$ cat src/rv_pipe_pkg.sv
package rv_pipe_pkg;

  localparam int NB_UNIT      = 2;
  localparam int NB_OPERATION = 4;

  // Execute path that produces the result
  typedef enum logic [NB_UNIT-1:0] {
    UNIT_NONE  = 2'd0,
    UNIT_ALU   = 2'd1,
    UNIT_SHIFT = 2'd2
  } unit_e;

  // ----------------------------------------------------------------------
  // ALU operations
  // SUB is OP_ADD with a negated operand 2, SLTU is OP_SLT zero extended
  // ----------------------------------------------------------------------
  typedef enum logic [NB_OPERATION-1:0] {
    OP_ADD  = 4'd0,
    OP_SLT  = 4'd1,
    OP_AND  = 4'd2,
    OP_OR   = 4'd3,
    OP_XOR  = 4'd4,
    OP_SLL  = 4'd5,
    OP_SRL  = 4'd6,
    OP_SRA  = 4'd7,
    OP_PASS = 4'd8
  } alu_op_e;

endpackage

$ cat src/rv_isa_pkg.sv
package rv_isa_pkg;

  // RV32I data path width
  localparam int XLEN = 32;

  // Instruction field widths
  localparam int OPCODE_W  = 7;
  localparam int FUNCT3_W  = 3;
  localparam int REG_ADR_W = 5;

  // ----------------------------------------------------------------------
  // Major opcodes kept by this core
  // ----------------------------------------------------------------------
  typedef enum logic [OPCODE_W-1:0] {
    OP     = 7'b0110011,
    OP_IMM = 7'b0010011,
    LUI    = 7'b0110111,
    AUIPC  = 7'b0010111
  } opcode_e;

  // ALU funct3 codes, shared by OP and OP-IMM
  typedef enum logic [FUNCT3_W-1:0] {
    F3_ADD  = 3'b000,
    F3_SLL  = 3'b001,
    F3_SLT  = 3'b010,
    F3_SLTU = 3'b011,
    F3_XOR  = 3'b100,
    F3_SR   = 3'b101,
    F3_OR   = 3'b110,
    F3_AND  = 3'b111
  } funct3_e;

endpackage
$ cat src/rv_core.sv
module rv_core #(
  parameter logic [rv_isa_pkg::XLEN-1:0] BOOT_PC = '0
) (
  input  logic                             clk,
  input  logic                             reset_n,
  input  logic                             instr_valid_i,
  output logic                             instr_ready_o,
  input  logic [rv_isa_pkg::XLEN-1:0]      instr_i,
  output logic                             retire_valid_o,
  input  logic                             retire_ready_i,
  output logic [rv_isa_pkg::XLEN-1:0]      retire_pc_o,
  output logic                             retire_we_o,
  output logic [rv_isa_pkg::REG_ADR_W-1:0] retire_rd_o,
  output logic [rv_isa_pkg::XLEN-1:0]      retire_data_o
);
  import rv_isa_pkg::*;
  import rv_pipe_pkg::*;

  logic                 pipe_en;
  logic                 rf_we;
  logic                 f_valid;
  logic [XLEN-1:0]      f_instr;
  logic [XLEN-1:0]      f_pc;
  logic [REG_ADR_W-1:0] rs1_adr;
  logic [REG_ADR_W-1:0] rs2_adr;
  logic [XLEN-1:0]      rs1_data;
  logic [XLEN-1:0]      rs2_data;
  logic                 d_valid;
  logic [XLEN-1:0]      d_pc;
  logic                 d_rd_v;
  logic [REG_ADR_W-1:0] d_rd_adr;
  logic [XLEN:0]        d_rs1_qual;
  logic [XLEN:0]        d_rs2_qual;
  unit_e                d_unit;
  alu_op_e              d_operation;
  logic                 exe_ff_write_v;
  logic [REG_ADR_W-1:0] exe_ff_rd_adr;
  logic [XLEN-1:0]      exe_ff_res_data;

  // Whole pipe advances unless a retiring result is stalled
  assign pipe_en = ~retire_valid_o | retire_ready_i;
  assign rf_we   = retire_valid_o & retire_ready_i & retire_we_o;

  rv_fetch_stage #(.BOOT_PC(BOOT_PC)) u_fetch (
    .clk           (clk),
    .reset_n       (reset_n),
    .pipe_en_i     (pipe_en),
    .instr_valid_i (instr_valid_i),
    .instr_ready_o (instr_ready_o),
    .instr_i       (instr_i),
    .f_valid_o     (f_valid),
    .f_instr_o     (f_instr),
    .f_pc_o        (f_pc)
  );

  rv_decode_stage u_decode (
    .clk               (clk),
    .reset_n           (reset_n),
    .pipe_en_i         (pipe_en),
    .f_valid_i         (f_valid),
    .f_instr_i         (f_instr),
    .f_pc_i            (f_pc),
    .rfr_rs1_adr_o     (rs1_adr),
    .rf_rs1_data_i     (rs1_data),
    .rfr_rs2_adr_o     (rs2_adr),
    .rf_rs2_data_i     (rs2_data),
    .exe_ff_write_v_i  (exe_ff_write_v),
    .exe_ff_rd_adr_i   (exe_ff_rd_adr),
    .exe_ff_res_data_i (exe_ff_res_data),
    .rf_ff_write_v_i   (retire_we_o),
    .rf_ff_rd_adr_i    (retire_rd_o),
    .rf_ff_res_data_i  (retire_data_o),
    .d_valid_o         (d_valid),
    .d_pc_o            (d_pc),
    .d_rd_v_o          (d_rd_v),
    .d_rd_adr_o        (d_rd_adr),
    .d_rs1_qual_o      (d_rs1_qual),
    .d_rs2_qual_o      (d_rs2_qual),
    .d_unit_o          (d_unit),
    .d_operation_o     (d_operation)
  );

  rv_regfile u_regfile (
    .clk        (clk),
    .reset_n    (reset_n),
    .rs1_adr_i  (rs1_adr),
    .rs1_data_o (rs1_data),
    .rs2_adr_i  (rs2_adr),
    .rs2_data_o (rs2_data),
    .we_i       (rf_we),
    .rd_adr_i   (retire_rd_o),
    .rd_data_i  (retire_data_o)
  );

  rv_execute_stage u_execute (
    .clk               (clk),
    .reset_n           (reset_n),
    .pipe_en_i         (pipe_en),
    .d_valid_i         (d_valid),
    .d_pc_i            (d_pc),
    .d_rd_v_i          (d_rd_v),
    .d_rd_adr_i        (d_rd_adr),
    .d_rs1_qual_i      (d_rs1_qual),
    .d_rs2_qual_i      (d_rs2_qual),
    .d_unit_i          (d_unit),
    .d_operation_i     (d_operation),
    .exe_ff_write_v_o  (exe_ff_write_v),
    .exe_ff_rd_adr_o   (exe_ff_rd_adr),
    .exe_ff_res_data_o (exe_ff_res_data),
    .retire_valid_o    (retire_valid_o),
    .retire_pc_o       (retire_pc_o),
    .retire_we_o       (retire_we_o),
    .retire_rd_o       (retire_rd_o),
    .retire_data_o     (retire_data_o)
  );

endmodule

$ cat src/rv_execute_stage.sv
module rv_execute_stage (
  input  logic                             clk,
  input  logic                             reset_n,
  input  logic                             pipe_en_i,
  input  logic                             d_valid_i,
  input  logic [rv_isa_pkg::XLEN-1:0]      d_pc_i,
  input  logic                             d_rd_v_i,
  input  logic [rv_isa_pkg::REG_ADR_W-1:0] d_rd_adr_i,
  input  logic [rv_isa_pkg::XLEN:0]        d_rs1_qual_i,
  input  logic [rv_isa_pkg::XLEN:0]        d_rs2_qual_i,
  input  rv_pipe_pkg::unit_e               d_unit_i,
  input  rv_pipe_pkg::alu_op_e             d_operation_i,
  output logic                             exe_ff_write_v_o,
  output logic [rv_isa_pkg::REG_ADR_W-1:0] exe_ff_rd_adr_o,
  output logic [rv_isa_pkg::XLEN-1:0]      exe_ff_res_data_o,
  output logic                             retire_valid_o,
  output logic [rv_isa_pkg::XLEN-1:0]      retire_pc_o,
  output logic                             retire_we_o,
  output logic [rv_isa_pkg::REG_ADR_W-1:0] retire_rd_o,
  output logic [rv_isa_pkg::XLEN-1:0]      retire_data_o
);
  import rv_isa_pkg::*;
  import rv_pipe_pkg::*;

  logic [XLEN:0]   sum;
  logic [XLEN-1:0] op1;
  logic [4:0]      shamt;
  logic [XLEN-1:0] alu_res;
  logic [XLEN-1:0] shift_res;
  logic [XLEN-1:0] result;

  // ----------------------------------------------------------------------
  // ALU
  // ----------------------------------------------------------------------
  assign sum   = d_rs1_qual_i + d_rs2_qual_i;
  assign op1   = d_rs1_qual_i[XLEN-1:0];
  assign shamt = d_rs2_qual_i[4:0];

  always_comb begin
    case (d_operation_i)
      OP_ADD:  alu_res = sum[XLEN-1:0];
      // Sign of the 33-bit difference
      OP_SLT:  alu_res = {{(XLEN-1){1'b0}}, sum[XLEN]};
      OP_AND:  alu_res = op1 & d_rs2_qual_i[XLEN-1:0];
      OP_OR:   alu_res = op1 | d_rs2_qual_i[XLEN-1:0];
      OP_XOR:  alu_res = op1 ^ d_rs2_qual_i[XLEN-1:0];
      default: alu_res = d_rs2_qual_i[XLEN-1:0];
    endcase
  end

  always_comb begin
    case (d_operation_i)
      OP_SLL:  shift_res = op1 << shamt;
      OP_SRA:  shift_res = $signed(op1) >>> shamt;
      default: shift_res = op1 >> shamt;
    endcase
  end

  always_comb begin
    case (d_unit_i)
      UNIT_ALU:   result = alu_res;
      UNIT_SHIFT: result = shift_res;
      default:    result = '0;
    endcase
  end

  assign exe_ff_write_v_o  = d_rd_v_i;
  assign exe_ff_rd_adr_o   = d_rd_adr_i;
  assign exe_ff_res_data_o = result;

  // Result register, also the writeback point
  always_ff @(posedge clk, negedge reset_n) begin
    if (!reset_n) begin
      retire_valid_o <= 1'b0;
      retire_we_o    <= 1'b0;
    end else if (pipe_en_i) begin
      retire_valid_o <= d_valid_i;
      retire_we_o    <= d_rd_v_i && (d_rd_adr_i != '0);
    end
  end

  always_ff @(posedge clk) begin
    if (pipe_en_i) begin
      retire_pc_o   <= d_pc_i;
      retire_rd_o   <= d_rd_adr_i;
      retire_data_o <= result;
    end
  end

  a_reset_idle: assert property (@(posedge clk) !reset_n |-> !retire_valid_o);

  a_retire_hold: assert property (@(posedge clk) disable iff (!reset_n)
    retire_valid_o && !pipe_en_i |=> retire_valid_o && $stable(retire_pc_o)
      && $stable(retire_we_o) && $stable(retire_rd_o) && $stable(retire_data_o));

endmodule

$ cat src/rv_regfile.sv
module rv_regfile (
  input  logic                             clk,
  input  logic                             reset_n,
  input  logic [rv_isa_pkg::REG_ADR_W-1:0] rs1_adr_i,
  output logic [rv_isa_pkg::XLEN-1:0]      rs1_data_o,
  input  logic [rv_isa_pkg::REG_ADR_W-1:0] rs2_adr_i,
  output logic [rv_isa_pkg::XLEN-1:0]      rs2_data_o,
  input  logic                             we_i,
  input  logic [rv_isa_pkg::REG_ADR_W-1:0] rd_adr_i,
  input  logic [rv_isa_pkg::XLEN-1:0]      rd_data_i
);
  import rv_isa_pkg::*;

  // x0 has no storage
  logic [XLEN-1:0] regs [1:31];

  always_ff @(posedge clk, negedge reset_n) begin
    if (!reset_n) begin
      for (int i = 1; i < 32; i++) begin
        regs[i] <= '0;
      end
    end else if (we_i && (rd_adr_i != '0)) begin
      regs[rd_adr_i] <= rd_data_i;
    end
  end

  assign rs1_data_o = (rs1_adr_i == '0) ? '0 : regs[rs1_adr_i];
  assign rs2_data_o = (rs2_adr_i == '0) ? '0 : regs[rs2_adr_i];

endmodule

$ cat src/rv_decode_stage.sv
module rv_decode_stage (
  input  logic                             clk,
  input  logic                             reset_n,
  input  logic                             pipe_en_i,
  // ----------------------------------------------------------------------
  // Fetch and register file side
  // ----------------------------------------------------------------------
  input  logic                             f_valid_i,
  input  logic [rv_isa_pkg::XLEN-1:0]      f_instr_i,
  input  logic [rv_isa_pkg::XLEN-1:0]      f_pc_i,
  output logic [rv_isa_pkg::REG_ADR_W-1:0] rfr_rs1_adr_o,
  input  logic [rv_isa_pkg::XLEN-1:0]      rf_rs1_data_i,
  output logic [rv_isa_pkg::REG_ADR_W-1:0] rfr_rs2_adr_o,
  input  logic [rv_isa_pkg::XLEN-1:0]      rf_rs2_data_i,
  // Forwarding sources
  input  logic                             exe_ff_write_v_i,
  input  logic [rv_isa_pkg::REG_ADR_W-1:0] exe_ff_rd_adr_i,
  input  logic [rv_isa_pkg::XLEN-1:0]      exe_ff_res_data_i,
  input  logic                             rf_ff_write_v_i,
  input  logic [rv_isa_pkg::REG_ADR_W-1:0] rf_ff_rd_adr_i,
  input  logic [rv_isa_pkg::XLEN-1:0]      rf_ff_res_data_i,
  // ----------------------------------------------------------------------
  // Execute side
  // ----------------------------------------------------------------------
  output logic                             d_valid_o,
  output logic [rv_isa_pkg::XLEN-1:0]      d_pc_o,
  output logic                             d_rd_v_o,
  output logic [rv_isa_pkg::REG_ADR_W-1:0] d_rd_adr_o,
  output logic [rv_isa_pkg::XLEN:0]        d_rs1_qual_o,
  output logic [rv_isa_pkg::XLEN:0]        d_rs2_qual_o,
  output rv_pipe_pkg::unit_e               d_unit_o,
  output rv_pipe_pkg::alu_op_e             d_operation_o
);
  import rv_isa_pkg::*;
  import rv_pipe_pkg::*;

  logic                 rd_v;
  logic [REG_ADR_W-1:0] rd_adr;
  logic                 rs1_v;
  logic                 rs2_v;
  logic                 auipc;
  logic                 rs2_is_immediat;
  logic [XLEN-1:0]      immediat;
  logic                 unsign_extension;
  unit_e                unit;
  alu_op_e              operation;
  logic                 rs2_ca2_v;
  logic                 exe_ff_rs1_match;
  logic                 exe_ff_rs2_match;
  logic                 rf_ff_rs1_match;
  logic                 rf_ff_rs2_match;
  logic [XLEN-1:0]      rs1_data;
  logic [XLEN-1:0]      rs2_data;
  logic [XLEN:0]        rs2_data_ext;

  rv_decoder u_decoder (
    .instr_i            (f_instr_i),
    .rd_v_o             (rd_v),
    .rd_o               (rd_adr),
    .rs1_v_o            (rs1_v),
    .rs1_adr_o          (rfr_rs1_adr_o),
    .rs2_v_o            (rs2_v),
    .rs2_adr_o          (rfr_rs2_adr_o),
    .auipc_o            (auipc),
    .rs2_is_immediat_o  (rs2_is_immediat),
    .immediat_o         (immediat),
    .unsign_extension_o (unsign_extension),
    .unit_o             (unit),
    .operation_o        (operation),
    .rs2_ca2_v_o        (rs2_ca2_v)
  );

  // Execute source wins over writeback, x0 never matches
  assign exe_ff_rs1_match = exe_ff_write_v_i && (exe_ff_rd_adr_i != '0)
                            && (exe_ff_rd_adr_i == rfr_rs1_adr_o);
  assign exe_ff_rs2_match = exe_ff_write_v_i && (exe_ff_rd_adr_i != '0)
                            && (exe_ff_rd_adr_i == rfr_rs2_adr_o);
  assign rf_ff_rs1_match  = rf_ff_write_v_i && (rf_ff_rd_adr_i != '0)
                            && (rf_ff_rd_adr_i == rfr_rs1_adr_o) && !exe_ff_rs1_match;
  assign rf_ff_rs2_match  = rf_ff_write_v_i && (rf_ff_rd_adr_i != '0)
                            && (rf_ff_rd_adr_i == rfr_rs2_adr_o) && !exe_ff_rs2_match;

  // Operand 1 is the PC for AUIPC
  always_comb begin
    if (auipc)                 rs1_data = f_pc_i;
    else if (!rs1_v)           rs1_data = '0;
    else if (exe_ff_rs1_match) rs1_data = exe_ff_res_data_i;
    else if (rf_ff_rs1_match)  rs1_data = rf_ff_res_data_i;
    else                       rs1_data = rf_rs1_data_i;
  end

  always_comb begin
    if (rs2_is_immediat)       rs2_data = immediat;
    else if (!rs2_v)           rs2_data = '0;
    else if (exe_ff_rs2_match) rs2_data = exe_ff_res_data_i;
    else if (rf_ff_rs2_match)  rs2_data = rf_ff_res_data_i;
    else                       rs2_data = rf_rs2_data_i;
  end

  assign rs2_data_ext = {~unsign_extension & rs2_data[XLEN-1], rs2_data};

  always_ff @(posedge clk, negedge reset_n) begin
    if (!reset_n) begin
      d_valid_o <= 1'b0;
      d_rd_v_o  <= 1'b0;
    end else if (pipe_en_i) begin
      d_valid_o <= f_valid_i;
      d_rd_v_o  <= f_valid_i & rd_v;
    end
  end

  // Qualified 33-bit operands, negated operand 2 for SUB and SLT
  always_ff @(posedge clk) begin
    if (pipe_en_i) begin
      d_pc_o        <= f_pc_i;
      d_rd_adr_o    <= rd_adr;
      d_rs1_qual_o  <= {~unsign_extension & rs1_data[XLEN-1], rs1_data};
      d_rs2_qual_o  <= rs2_ca2_v ? (~rs2_data_ext + 1'b1) : rs2_data_ext;
      d_unit_o      <= unit;
      d_operation_o <= operation;
    end
  end

  // Forwarding sources hold while the pipe is frozen
  a_fwd_hold: assert property (@(posedge clk) disable iff (!reset_n)
    !pipe_en_i |=> $stable(exe_ff_write_v_i) && $stable(exe_ff_rd_adr_i)
                   && $stable(exe_ff_res_data_i) && $stable(rf_ff_write_v_i)
                   && $stable(rf_ff_rd_adr_i) && $stable(rf_ff_res_data_i));

endmodule

$ cat src/rv_decoder.sv
module rv_decoder (
  input  logic [rv_isa_pkg::XLEN-1:0]      instr_i,
  output logic                             rd_v_o,
  output logic [rv_isa_pkg::REG_ADR_W-1:0] rd_o,
  output logic                             rs1_v_o,
  output logic [rv_isa_pkg::REG_ADR_W-1:0] rs1_adr_o,
  output logic                             rs2_v_o,
  output logic [rv_isa_pkg::REG_ADR_W-1:0] rs2_adr_o,
  output logic                             auipc_o,
  output logic                             rs2_is_immediat_o,
  output logic [rv_isa_pkg::XLEN-1:0]      immediat_o,
  output logic                             unsign_extension_o,
  output rv_pipe_pkg::unit_e               unit_o,
  output rv_pipe_pkg::alu_op_e             operation_o,
  output logic                             rs2_ca2_v_o
);
  import rv_isa_pkg::*;
  import rv_pipe_pkg::*;

  opcode_e opcode;
  funct3_e funct3;
  logic    is_op;

  assign opcode    = opcode_e'(instr_i[6:0]);
  assign funct3    = funct3_e'(instr_i[14:12]);
  assign is_op     = (opcode == OP);
  assign rd_o      = instr_i[11:7];
  assign rs1_adr_o = instr_i[19:15];
  assign rs2_adr_o = instr_i[24:20];

  always_comb begin
    rd_v_o             = 1'b0;
    rs1_v_o            = 1'b0;
    rs2_v_o            = 1'b0;
    auipc_o            = 1'b0;
    rs2_is_immediat_o  = 1'b0;
    unsign_extension_o = 1'b0;
    rs2_ca2_v_o        = 1'b0;
    unit_o             = UNIT_NONE;
    operation_o        = OP_PASS;
    // I-type by default, U-type for LUI and AUIPC
    immediat_o         = {{(XLEN-12){instr_i[31]}}, instr_i[31:20]};
    case (opcode)
      OP, OP_IMM: begin
        rd_v_o            = 1'b1;
        rs1_v_o           = 1'b1;
        rs2_v_o           = is_op;
        rs2_is_immediat_o = ~is_op;
        unit_o            = UNIT_ALU;
        case (funct3)
          F3_ADD: begin
            operation_o = OP_ADD;
            rs2_ca2_v_o = is_op & instr_i[30];
          end
          F3_SLT: begin
            operation_o = OP_SLT;
            rs2_ca2_v_o = 1'b1;
          end
          F3_SLTU: begin
            operation_o        = OP_SLT;
            rs2_ca2_v_o        = 1'b1;
            unsign_extension_o = 1'b1;
          end
          F3_XOR: operation_o = OP_XOR;
          F3_OR:  operation_o = OP_OR;
          F3_AND: operation_o = OP_AND;
          F3_SLL: begin
            unit_o      = UNIT_SHIFT;
            operation_o = OP_SLL;
          end
          default: begin
            unit_o      = UNIT_SHIFT;
            operation_o = instr_i[30] ? OP_SRA : OP_SRL;
          end
        endcase
      end
      LUI, AUIPC: begin
        rd_v_o            = 1'b1;
        auipc_o           = (opcode == AUIPC);
        rs2_is_immediat_o = 1'b1;
        immediat_o        = {instr_i[31:12], 12'b0};
        unit_o            = UNIT_ALU;
        operation_o       = (opcode == AUIPC) ? OP_ADD : OP_PASS;
      end
      default: ;
    endcase
  end

endmodule

$ cat src/rv_fetch_stage.sv
module rv_fetch_stage #(
  parameter logic [rv_isa_pkg::XLEN-1:0] BOOT_PC = '0
) (
  input  logic                         clk,
  input  logic                         reset_n,
  input  logic                         pipe_en_i,
  input  logic                         instr_valid_i,
  output logic                         instr_ready_o,
  input  logic [rv_isa_pkg::XLEN-1:0]  instr_i,
  output logic                         f_valid_o,
  output logic [rv_isa_pkg::XLEN-1:0]  f_instr_o,
  output logic [rv_isa_pkg::XLEN-1:0]  f_pc_o
);
  import rv_isa_pkg::*;

  logic            f_valid_q;
  logic [XLEN-1:0] f_instr_q;
  logic [XLEN-1:0] f_pc_q;
  logic [XLEN-1:0] next_pc_q;
  logic            accept;

  // An empty fetch register may fill even while the pipe is frozen
  assign instr_ready_o = pipe_en_i | ~f_valid_q;
  assign accept        = instr_valid_i & instr_ready_o;

  always_ff @(posedge clk, negedge reset_n) begin
    if (!reset_n) begin
      f_valid_q <= 1'b0;
      next_pc_q <= BOOT_PC;
    end else begin
      if (instr_ready_o) f_valid_q <= instr_valid_i;
      if (accept) next_pc_q <= next_pc_q + XLEN'(4);
    end
  end

  // Instruction word and its PC
  always_ff @(posedge clk) begin
    if (accept) begin
      f_instr_q <= instr_i;
      f_pc_q    <= next_pc_q;
    end
  end

  assign f_valid_o = f_valid_q;
  assign f_instr_o = f_instr_q;
  assign f_pc_o    = f_pc_q;

  // Held instruction must not move while decode is frozen
  a_fetch_hold: assert property (@(posedge clk) disable iff (!reset_n)
    f_valid_o && !pipe_en_i |=> $stable(f_instr_o) && $stable(f_pc_o));

endmodule

$ cat config.mk
export PLATFORM = sky130hd
export DESIGN_NAME = rv_core
export DESIGN_NICKNAME = d
export VERILOG_FILES = /design/src/rv_pipe_pkg.sv /design/src/rv_isa_pkg.sv /design/src/rv_core.sv /design/src/rv_execute_stage.sv /design/src/rv_regfile.sv /design/src/rv_decode_stage.sv /design/src/rv_decoder.sv /design/src/rv_fetch_stage.sv
export SDC_FILE = /design/constraint.sdc
export NUM_CORES = 2
export LEC_CHECK = 0
export ABC_AREA = 0
export BUFFER_PORTS_ARGS = -buffer_cell sky130_fd_sc_hd__clkbuf_2
export CAP_MARGIN = 20
export CORE_MARGIN = 5
export CORE_UTILIZATION = 40
export CTS_CLUSTER_DIAMETER = 30
export CTS_CLUSTER_SIZE = 30
export DETAILED_ROUTE_END_ITERATION = 10
export PLACE_DENSITY = 0.53
export SETUP_SLACK_MARGIN = 0.5
export SLEW_MARGIN = 15
export SYNTH_ARGS = -nofsm -noshare
export SYNTH_HDL_FRONTEND = slang
export SYNTH_SLANG_ARGS = --single-unit
export TNS_END_PERCENT = 1
$ cat constraint.sdc
create_clock -name clk -period 8.7 [get_ports clk]
set_input_delay 1.74 -clock clk [delete_from_list [all_inputs] [get_ports clk]]
set_output_delay 1.74 -clock clk [all_outputs]
set_load 0.03 [all_outputs]
; After elaboration in Yosys (flattened, before gate mapping)
; Index checks and enable logic that the tools add are counted.
[word_totals]
regBits = 1271
latchBits = 0
ram_bits = 0
rom_bits = 0
in_bits = 36
out_inout_bits = 72
mem_count = 0
[classes]
add_sub_neg = 3
mul = 0
n_div = 0
n_lt_le_gt_ge = 4
eq_ne = 22
shifts = 3
muxes = 39
bitwise_logic = 20
reduce_logical = 23
[ops]
columns = op, n
row1 = 992-bit bitwise mux, 1
row2 = 32-bit two-way mux, 15
row3 = 32-bit binary-select mux with 5-bit select, 2
row4 = 32-bit demux with 5-bit select, 1
row5 = 32-bit one-hot mux with 5 select lines, 1
row6 = 32-bit one-hot mux with 2 select lines, 2
row7 = "33-bit by 1-bit adder with 33-bit output, second input constant", 1
row8 = 33-bit adder, 1
row9 = 33-bit two-way mux, 1
row10 = 33-bit inverter, 1
row11 = "32-bit by 3-bit adder with 32-bit output, second input constant", 1
row12 = 32-bit AND, 1
row13 = 32-bit bitwise OR, 1
row14 = 32-bit by 5-bit << shifter with 32-bit output, 1
row15 = 32-bit by 5-bit right shift with 32-bit output, 1
row16 = 32-bit by 5-bit >>> shifter with 32-bit output, 1
row17 = 32-bit bitwise XOR, 1
row18 = 31-bit two-way mux, 1
row19 = 5-bit equality test, 4
row20 = "6-bit >= comparator, second input constant", 3
row21 = 5-bit inverter with 6-bit output, 3
row22 = 3-bit one-hot mux with 6 select lines, 1
row23 = "7-bit by 5-bit equality test with 1-bit output, second input constant", 2
row24 = "7-bit by 6-bit equality test with 1-bit output, second input constant", 2
row25 = 27 further kinds, 65

; Depth between registers and ports, before layout
[depth]
ltp_word = 13
ltp_mapped = 20
ltp_nobuf = 16

; Hierarchy
; From an unflattened synthesis, not the netlist that was laid out.
[unflattened]
cells_unflattened = 5674
area_unflattened_um2 = 73207.7
[modules_own_cells]
columns = mod, n_inst, cells_each, area_each_um2, seq_area_each_um2
row1 = rv_regfile, 1, 3628, 52945.8, 24823.8
row2 = rv_execute_stage, 1, 1155, 9716.8, 2122.0
row3 = rv_decode_stage, 1, 612, 6647.6, 3323.2
row4 = rv_fetch_stage, 1, 199, 3340.7, 2637.5
row5 = rv_decoder, 1, 78, 544.3, 0.0
row6 = rv_core, 1, 2, 12.5, 0.0

; Worst setup path after synthesis
; Ideal clock, no wire load.
[synth_timing]
path_kind = input to register
from = input retire_ready_i
to = register u_fetch.next_pc_q[29]
setup_ps = 123
arrival_ps = 5799
required_time_ps = 8577
setup_slack_ps = 2778
path_stages = 12
path_buffers = 1
path_cell_list = nor2b_1 > nand2_1 > and2_1 > clkbuf_1 > nand4_1 > nor2_1 > and2_1 > nor2b_1 > nand3_1 > nor2_1 > nand3_1 > xnor2_1
[synth_via]
elab_chain_cells = 3
[synth_lines]
columns = element, line
row1 = from (decl), rv_core.sv:10  ; input logic retire_ready_i,
row2 = 1-bit bitwise OR, rv_core.sv:41  ; assign pipe_en = ~retire_valid_o | retire_ready_i;
row3 = 1-bit bitwise OR, rv_fetch_stage.sv:23  ; assign instr_ready_o = pipe_en_i | ~f_valid_q;
row4 = net instr_ready_o, rv_core.sv:7  ; output logic instr_ready_o,
row5 = 1-bit AND, rv_fetch_stage.sv:24  ; assign accept = instr_valid_i & instr_ready_o;
row6 = net u_fetch.accept, rv_fetch_stage.sv:20  ; logic accept;
row7 = to (signal assigned), rv_fetch_stage.sv:32  ; if (accept) next_pc_q <= next_pc_q + XLEN'(4);
row8 = to (decl), rv_fetch_stage.sv:19  ; logic [XLEN-1:0] next_pc_q;
; The timed path passes the listed nets, and every way through them passes these cells.
; A chain may end at the register's enable or synchronous reset.

; Final worst setup path
[layout_timing]
from = register u_decode.d_rs1_qual_o[18] (netlist bit)
to = register u_decode.d_rs2_qual_o[31] (netlist bit), data pin
[layout_via]
elab_chain_cells = 9
word_cells_on_any_way = 16
classes_between = 2 x add/sub / 3 x shift / 7 x mux / 4 x bitwise
[layout_lines]
columns = element, line
row1 = from (decl), rv_decode_stage.sv:29  ; output logic [rv_isa_pkg::XLEN:0] d_rs1_qual_o,
row2 = from (signal assigned), rv_decode_stage.sv:117  ; d_rs1_qual_o <= {~unsign_extension & rs1_data[XLEN-1], rs1_data};
row3 = 33-bit adder (tied with other cells), rv_execute_stage.sv:35  ; assign sum = d_rs1_qual_i + d_rs2_qual_i;
row4 = 32-bit one-hot mux with 5 select lines or 32-bit one-hot mux with 2 select lines (tied branches), "rv_execute_stage.sv:40, rv_execute_stage.sv:52"
row5 = 32-bit one-hot mux with 2 select lines (*), rv_execute_stage.sv:60  ; case (d_unit_i)
row6 = 32-bit two-way mux (*), rv_decode_stage.sv:95  ; else if (exe_ff_rs2_match) rs2_data = exe_ff_res_data_i;
row7 = 32-bit two-way mux (*), rv_decode_stage.sv:94  ; else if (!rs2_v) rs2_data = '0;
row8 = 32-bit two-way mux (*), rv_decode_stage.sv:93  ; if (rs2_is_immediat) rs2_data = immediat;
row9 = 33-bit inverter, rv_decode_stage.sv:118  ; d_rs2_qual_o <= rs2_ca2_v ? (~rs2_data_ext + 1'b1) : rs2_data_ext;
row10 = 33-bit by 1-bit adder with 33-bit output, rv_decode_stage.sv:118
row11 = 33-bit two-way mux (*), rv_decode_stage.sv:118
row12 = to (signal assigned), rv_decode_stage.sv:118
row13 = to (decl), rv_decode_stage.sv:30  ; output logic [rv_isa_pkg::XLEN:0] d_rs2_qual_o,
; Mark *: on every way between the ends. The rest lies on a longest branch, timed or not.

==> reports/results.tsv <==
stage	metric	value	unit
worst_setup_path	CP Cell Sequence	inv_1 -> ha_1 -> nand4_1 -> or2_2 -> a211oi_1 -> or2_2 -> mux2i_1 -> a31oi_1 -> a211o_1 -> or4b_4 -> or3_4 -> o41ai_4 -> xnor2_1	
timing	# setup viols final	0	
worst_setup_path	worst path arrival time	6.48	ns
global_route	number of global-route vias before repair	55690	
final_layout	fillers	16310	
timing	Fin Hold WS	0.3974	ns
timing	Max Fclk	171.2	MHz
clock_network	later-pin clock latency in the skew report	0.95	ns
logic_synthesis	Cell variety after synth	97	
hold_path	Min-Delay Path Class	reg2reg	
run_status	status	finished, final reports clean	
logic_synthesis	Most used DFF post-synth	dfrtp_1	
worst_setup_path	Reg2Reg Setup Slack	2.86	ns
logic_synthesis	Seq/Total Area, Yosys	44.18	%
clock_network	clk root buf	clkbuf_16	
clock_network	setup bufs post-CTS	0	
clock_network	TritonCTS Buffers	345	
worst_setup_path	CP dominant cell by count	or2_2	
worst_setup_path	crit path launch	u_decode.d_rs1_qual_o[18]	
timing	Max-slew headroom	20.79	%
final_layout	Layout area overhead	20.35	%
worst_setup_path	Critical R2R Launch	u_decode.d_rs1_qual_o[18]	
global_route	Tot GR Track Use	30.34	%
timing	setup TNS	0	ns
worst_setup_path	worst-path fanout max	10	
timing	Final Hold Vio Count	0	
worst_setup_path	Reg2Reg Capture Point	u_decode.d_rs2_qual_o[31]	
place	PortBufs	105	
worst_setup_path	critical path endpoint category	flip-flop	
drt	Remaining DRCs	0	
power_and_ir_drop	power per cell area	243.9	nW/um^2
floorplanning	Die X	440.7	um
clock_network	H-tree levels	5	
logic_synthesis	Post-synth EDFFs	236	
floorplanning	Ports	108	
logic_synthesis	Mapped Cells	5704	
final_layout	most common cell after layout, fill and taps aside	mux2_2	
clock_network	CTS tree	done	
global_route	largest net degree at the start of global routing	180	
drt	WL final	298200	um
floorplanning	Die Area	194300	um^2
floorplanning	die height	440.7	um
timing	Max Slew Vio Count	0	
power_and_ir_drop	Leakage	38.81	nW
place	detailed placer's ending HPWL	189600	um
clock_network	Clock Sinks	1263	
drt	Via Count	55420	
worst_setup_path	CP max stage cell	edfxtp_1	
logic_synthesis	Post-synth ARST share	81.31	%
worst_setup_path	Setup crit start kind	flip-flop	
run	Max-cap violations	0	
worst_setup_path	WP data required	9.33	ns
final_layout	most frequent cells in the layout	mux2_2, dfrtp_1, mux4_2, clkbuf_16, nand2_1	
floorplanning	placement row count	158	
logic_synthesis	Ys Warns	0	
global_route	gr ovfl total	0	
drt	TritonRoute pass-1 iters	8	
timing	worst slew pin tran	1.188	ns
clock_network	CTS resizes	0	
place	placer congestion estimate	1.019	
final_layout	share of layout cells above drive strength 1	43.18	%
drt	Post-DRT Antenna Nets	0	
floorplanning	starting density of the core	40.11	%
drt	routed length per instance	34.86	um
logic_synthesis	post-synthesis instance area	74220	um^2
worst_setup_path	Crit path largest cell delay	0.75	ns
worst_setup_path	WS Path Type	reg2reg	
timing	period utilisation layout	67.15	%
logic_synthesis	mean post-synth cell area	13.01	um^2
floorplanning	Core Region	185000	um^2
timing	min cycle time layout	5.842	ns
power_and_ir_drop	overall power	21.79	mW
drt	drt initial violations	5966	
worst_setup_path	R2R cell count	13	
logic_synthesis	synthesized flop and latch total	1263	
global_route	global-route wire length before repair	424700	um
final_layout	NumNets Final	5905	
timing	unrepaired setup endpoints after global routing	false	
drt	vias per cell	6.479	
clock_network	Worst-path clk slew	0.05	ns
global_route	initial antenna violation count	12	
timing	clk_skew	0.08168	ns
worst_setup_path	worst setup path end	u_decode.d_rs2_qual_o[31]	
clock_network	CTS hold repair buffers	0	
power_and_ir_drop	Max VDD drop	0.2081	mV
clock_network	Clock Path Buffers	4	
==> synth_stat cells (10+ instances only) <==
master / number / area, um^2
o221a_2: 11 / 123.9
a211oi_1: 25 / 187.7
nand2b_1: 37 / 231.5
o2111ai_1: 10 / 87.58
ha_1: 69 / 863.3
mux2i_1: 152 / 1521
a22oi_1: 31 / 232.7
and2_1: 17 / 106.4
or3_1: 20 / 125.1
buf_6: 21 / 236.5
inv_1: 84 / 315.3
o211ai_1: 28 / 210.2
o211a_1: 11 / 110.1
o221ai_1: 17 / 148.9
or2_2: 18 / 112.6
xnor2_1: 58 / 508.0
a22o_1: 59 / 516.8
a21oi_1: 208 / 1041
buf_4: 19 / 142.6
mux4_2: 543 / 12230
buf_1: 62 / 232.7
o22ai_1: 50 / 312.8
edfxtp_1: 236 / 7087
mux2_2: 1104 / 12430
a221o_1: 13 / 130.1
buf_2: 71 / 355.3
clkbuf_1: 380 / 1426
nor2_1: 247 / 927.1
a21o_1: 19 / 142.6
dfrtp_1: 1027 / 25700
a211o_1: 12 / 105.1
o21ai_0: 171 / 855.8
o31ai_1: 19 / 142.6
xor2_1: 26 / 227.7
nor2b_1: 38 / 237.7
o21a_1: 21 / 157.7
and3_1: 24 / 150.1
a221oi_1: 51 / 446.7
nor4_1: 17 / 106.4
nand4_1: 50 / 312.8
nor3_1: 63 / 315.3
nand3_1: 69 / 345.3
a31oi_1: 41 / 256.5
nand2_1: 261 / 979.7
==> routing by layer <==
metal	GRT usage, %	up-vias	share of wire, %
li1	-	22390	-
met1	40.54	29480	41
met2	46.35	2809	45
met3	6.322	732	7.8
met4	16.64	8	6.3
met5	0	-	0.015
==> worst min-delay path by stage <==
stage                     cells past startpoint            startpoint  slack, ns                         to
after detailed placement                      0   u_decode.d_pc_o[23]       0.41  u_execute.retire_pc_o[23]
after CTS                                     0   u_decode.d_pc_o[22]       0.40  u_execute.retire_pc_o[22]
after floorplan                               0  u_fetch.f_instr_o[7]       0.40     u_decode.d_rd_adr_o[0]
after global placement                        0    u_decode.d_pc_o[2]       0.40   u_execute.retire_pc_o[2]
after global routing                          0    u_decode.d_pc_o[2]       0.42   u_execute.retire_pc_o[2]
final                                         0    u_decode.d_pc_o[2]       0.40   u_execute.retire_pc_o[2]
==> power breakdown <==
group          total, mW  switching (mW)  internal, mW
Combinational       2.40            1.70         0.700
Clock               12.9            3.78          9.11
Sequential          6.50           0.223          6.28
Total               21.8            5.70          16.1
==> critical path: cells and delay by family (launching register included) <==
family	cells	cell delay, ns
adders and majority gates	1	0.56
buffers and inverters	1	0.10
DFF	1	0.75
AOI/OAI and AO/OA	4	1.46
xor gates and xnor gates	1	0.10
muxes	1	0.65
and+or+nand+nor	5	1.90
==> through the flow <==
step / utilization (%) / setup WS [ns] / std cells / area (um^2)
finish: 48.27 / 2.858 / 8553 / 89320
global route: 48.26 / 2.741 / 8548 / 89300
CTS: 48.24 / 3.068 / 8545 / 89260
detailed placement: 41.84 / 3.079 / 7930 / 77430
global placement: 41.83 / 2.934 / 7928 / 77400
floorplan: - / 2.778 / 5705 / 74220
==> layout make-up <==
cell class	count	area (um^2)	area share [%]
Multi-Input combinational cell	3798	39000	43.66
Sequential cell	1263	32790	36.71
Clock buffer	447	9615	10.77
Tap cell	2480	3103	3.474
Timing Repair Buffer	302	2235	2.502
Clock inverter	168	2217	2.482
Inverter	89	346.6	0.3880
Antenna cell	6	15.01	0.01681
==> registers in the layout, summed over array words and instances, names as in the netlist, 2 cells and up <==
| signal | cells |
|---|---|
| u_regfile.regs | 992 |
| u_decode.d_rs1_qual_o | 33 |
| u_decode.d_rs2_qual_o | 33 |
| u_execute.retire_data_o | 32 |
| u_fetch.f_instr_o | 32 |
| u_decode.d_pc_o | 30 |
| u_execute.retire_pc_o | 30 |
| u_fetch.f_pc_o | 30 |
| u_fetch.next_pc_q | 30 |
| u_decode.d_rd_adr_o | 5 |
| u_execute.retire_rd_o | 5 |
| u_decode.d_operation_o | 4 |
| u_decode.d_unit_o | 2 |
==> logic make-up after synthesis <==
group / share of synthesized area, %
AND/OR/NAND/NOR: 5.973
flip-flops: 44.18
XOR/XNOR: 0.9913
buffers and inverters: 3.729
multiplexers: 35.31
AO/OA/AOI/OAI: 8.620
other: 0.005053
adder cells (fa/ha/maj): 1.190
(Power assumes the default switching activity.)
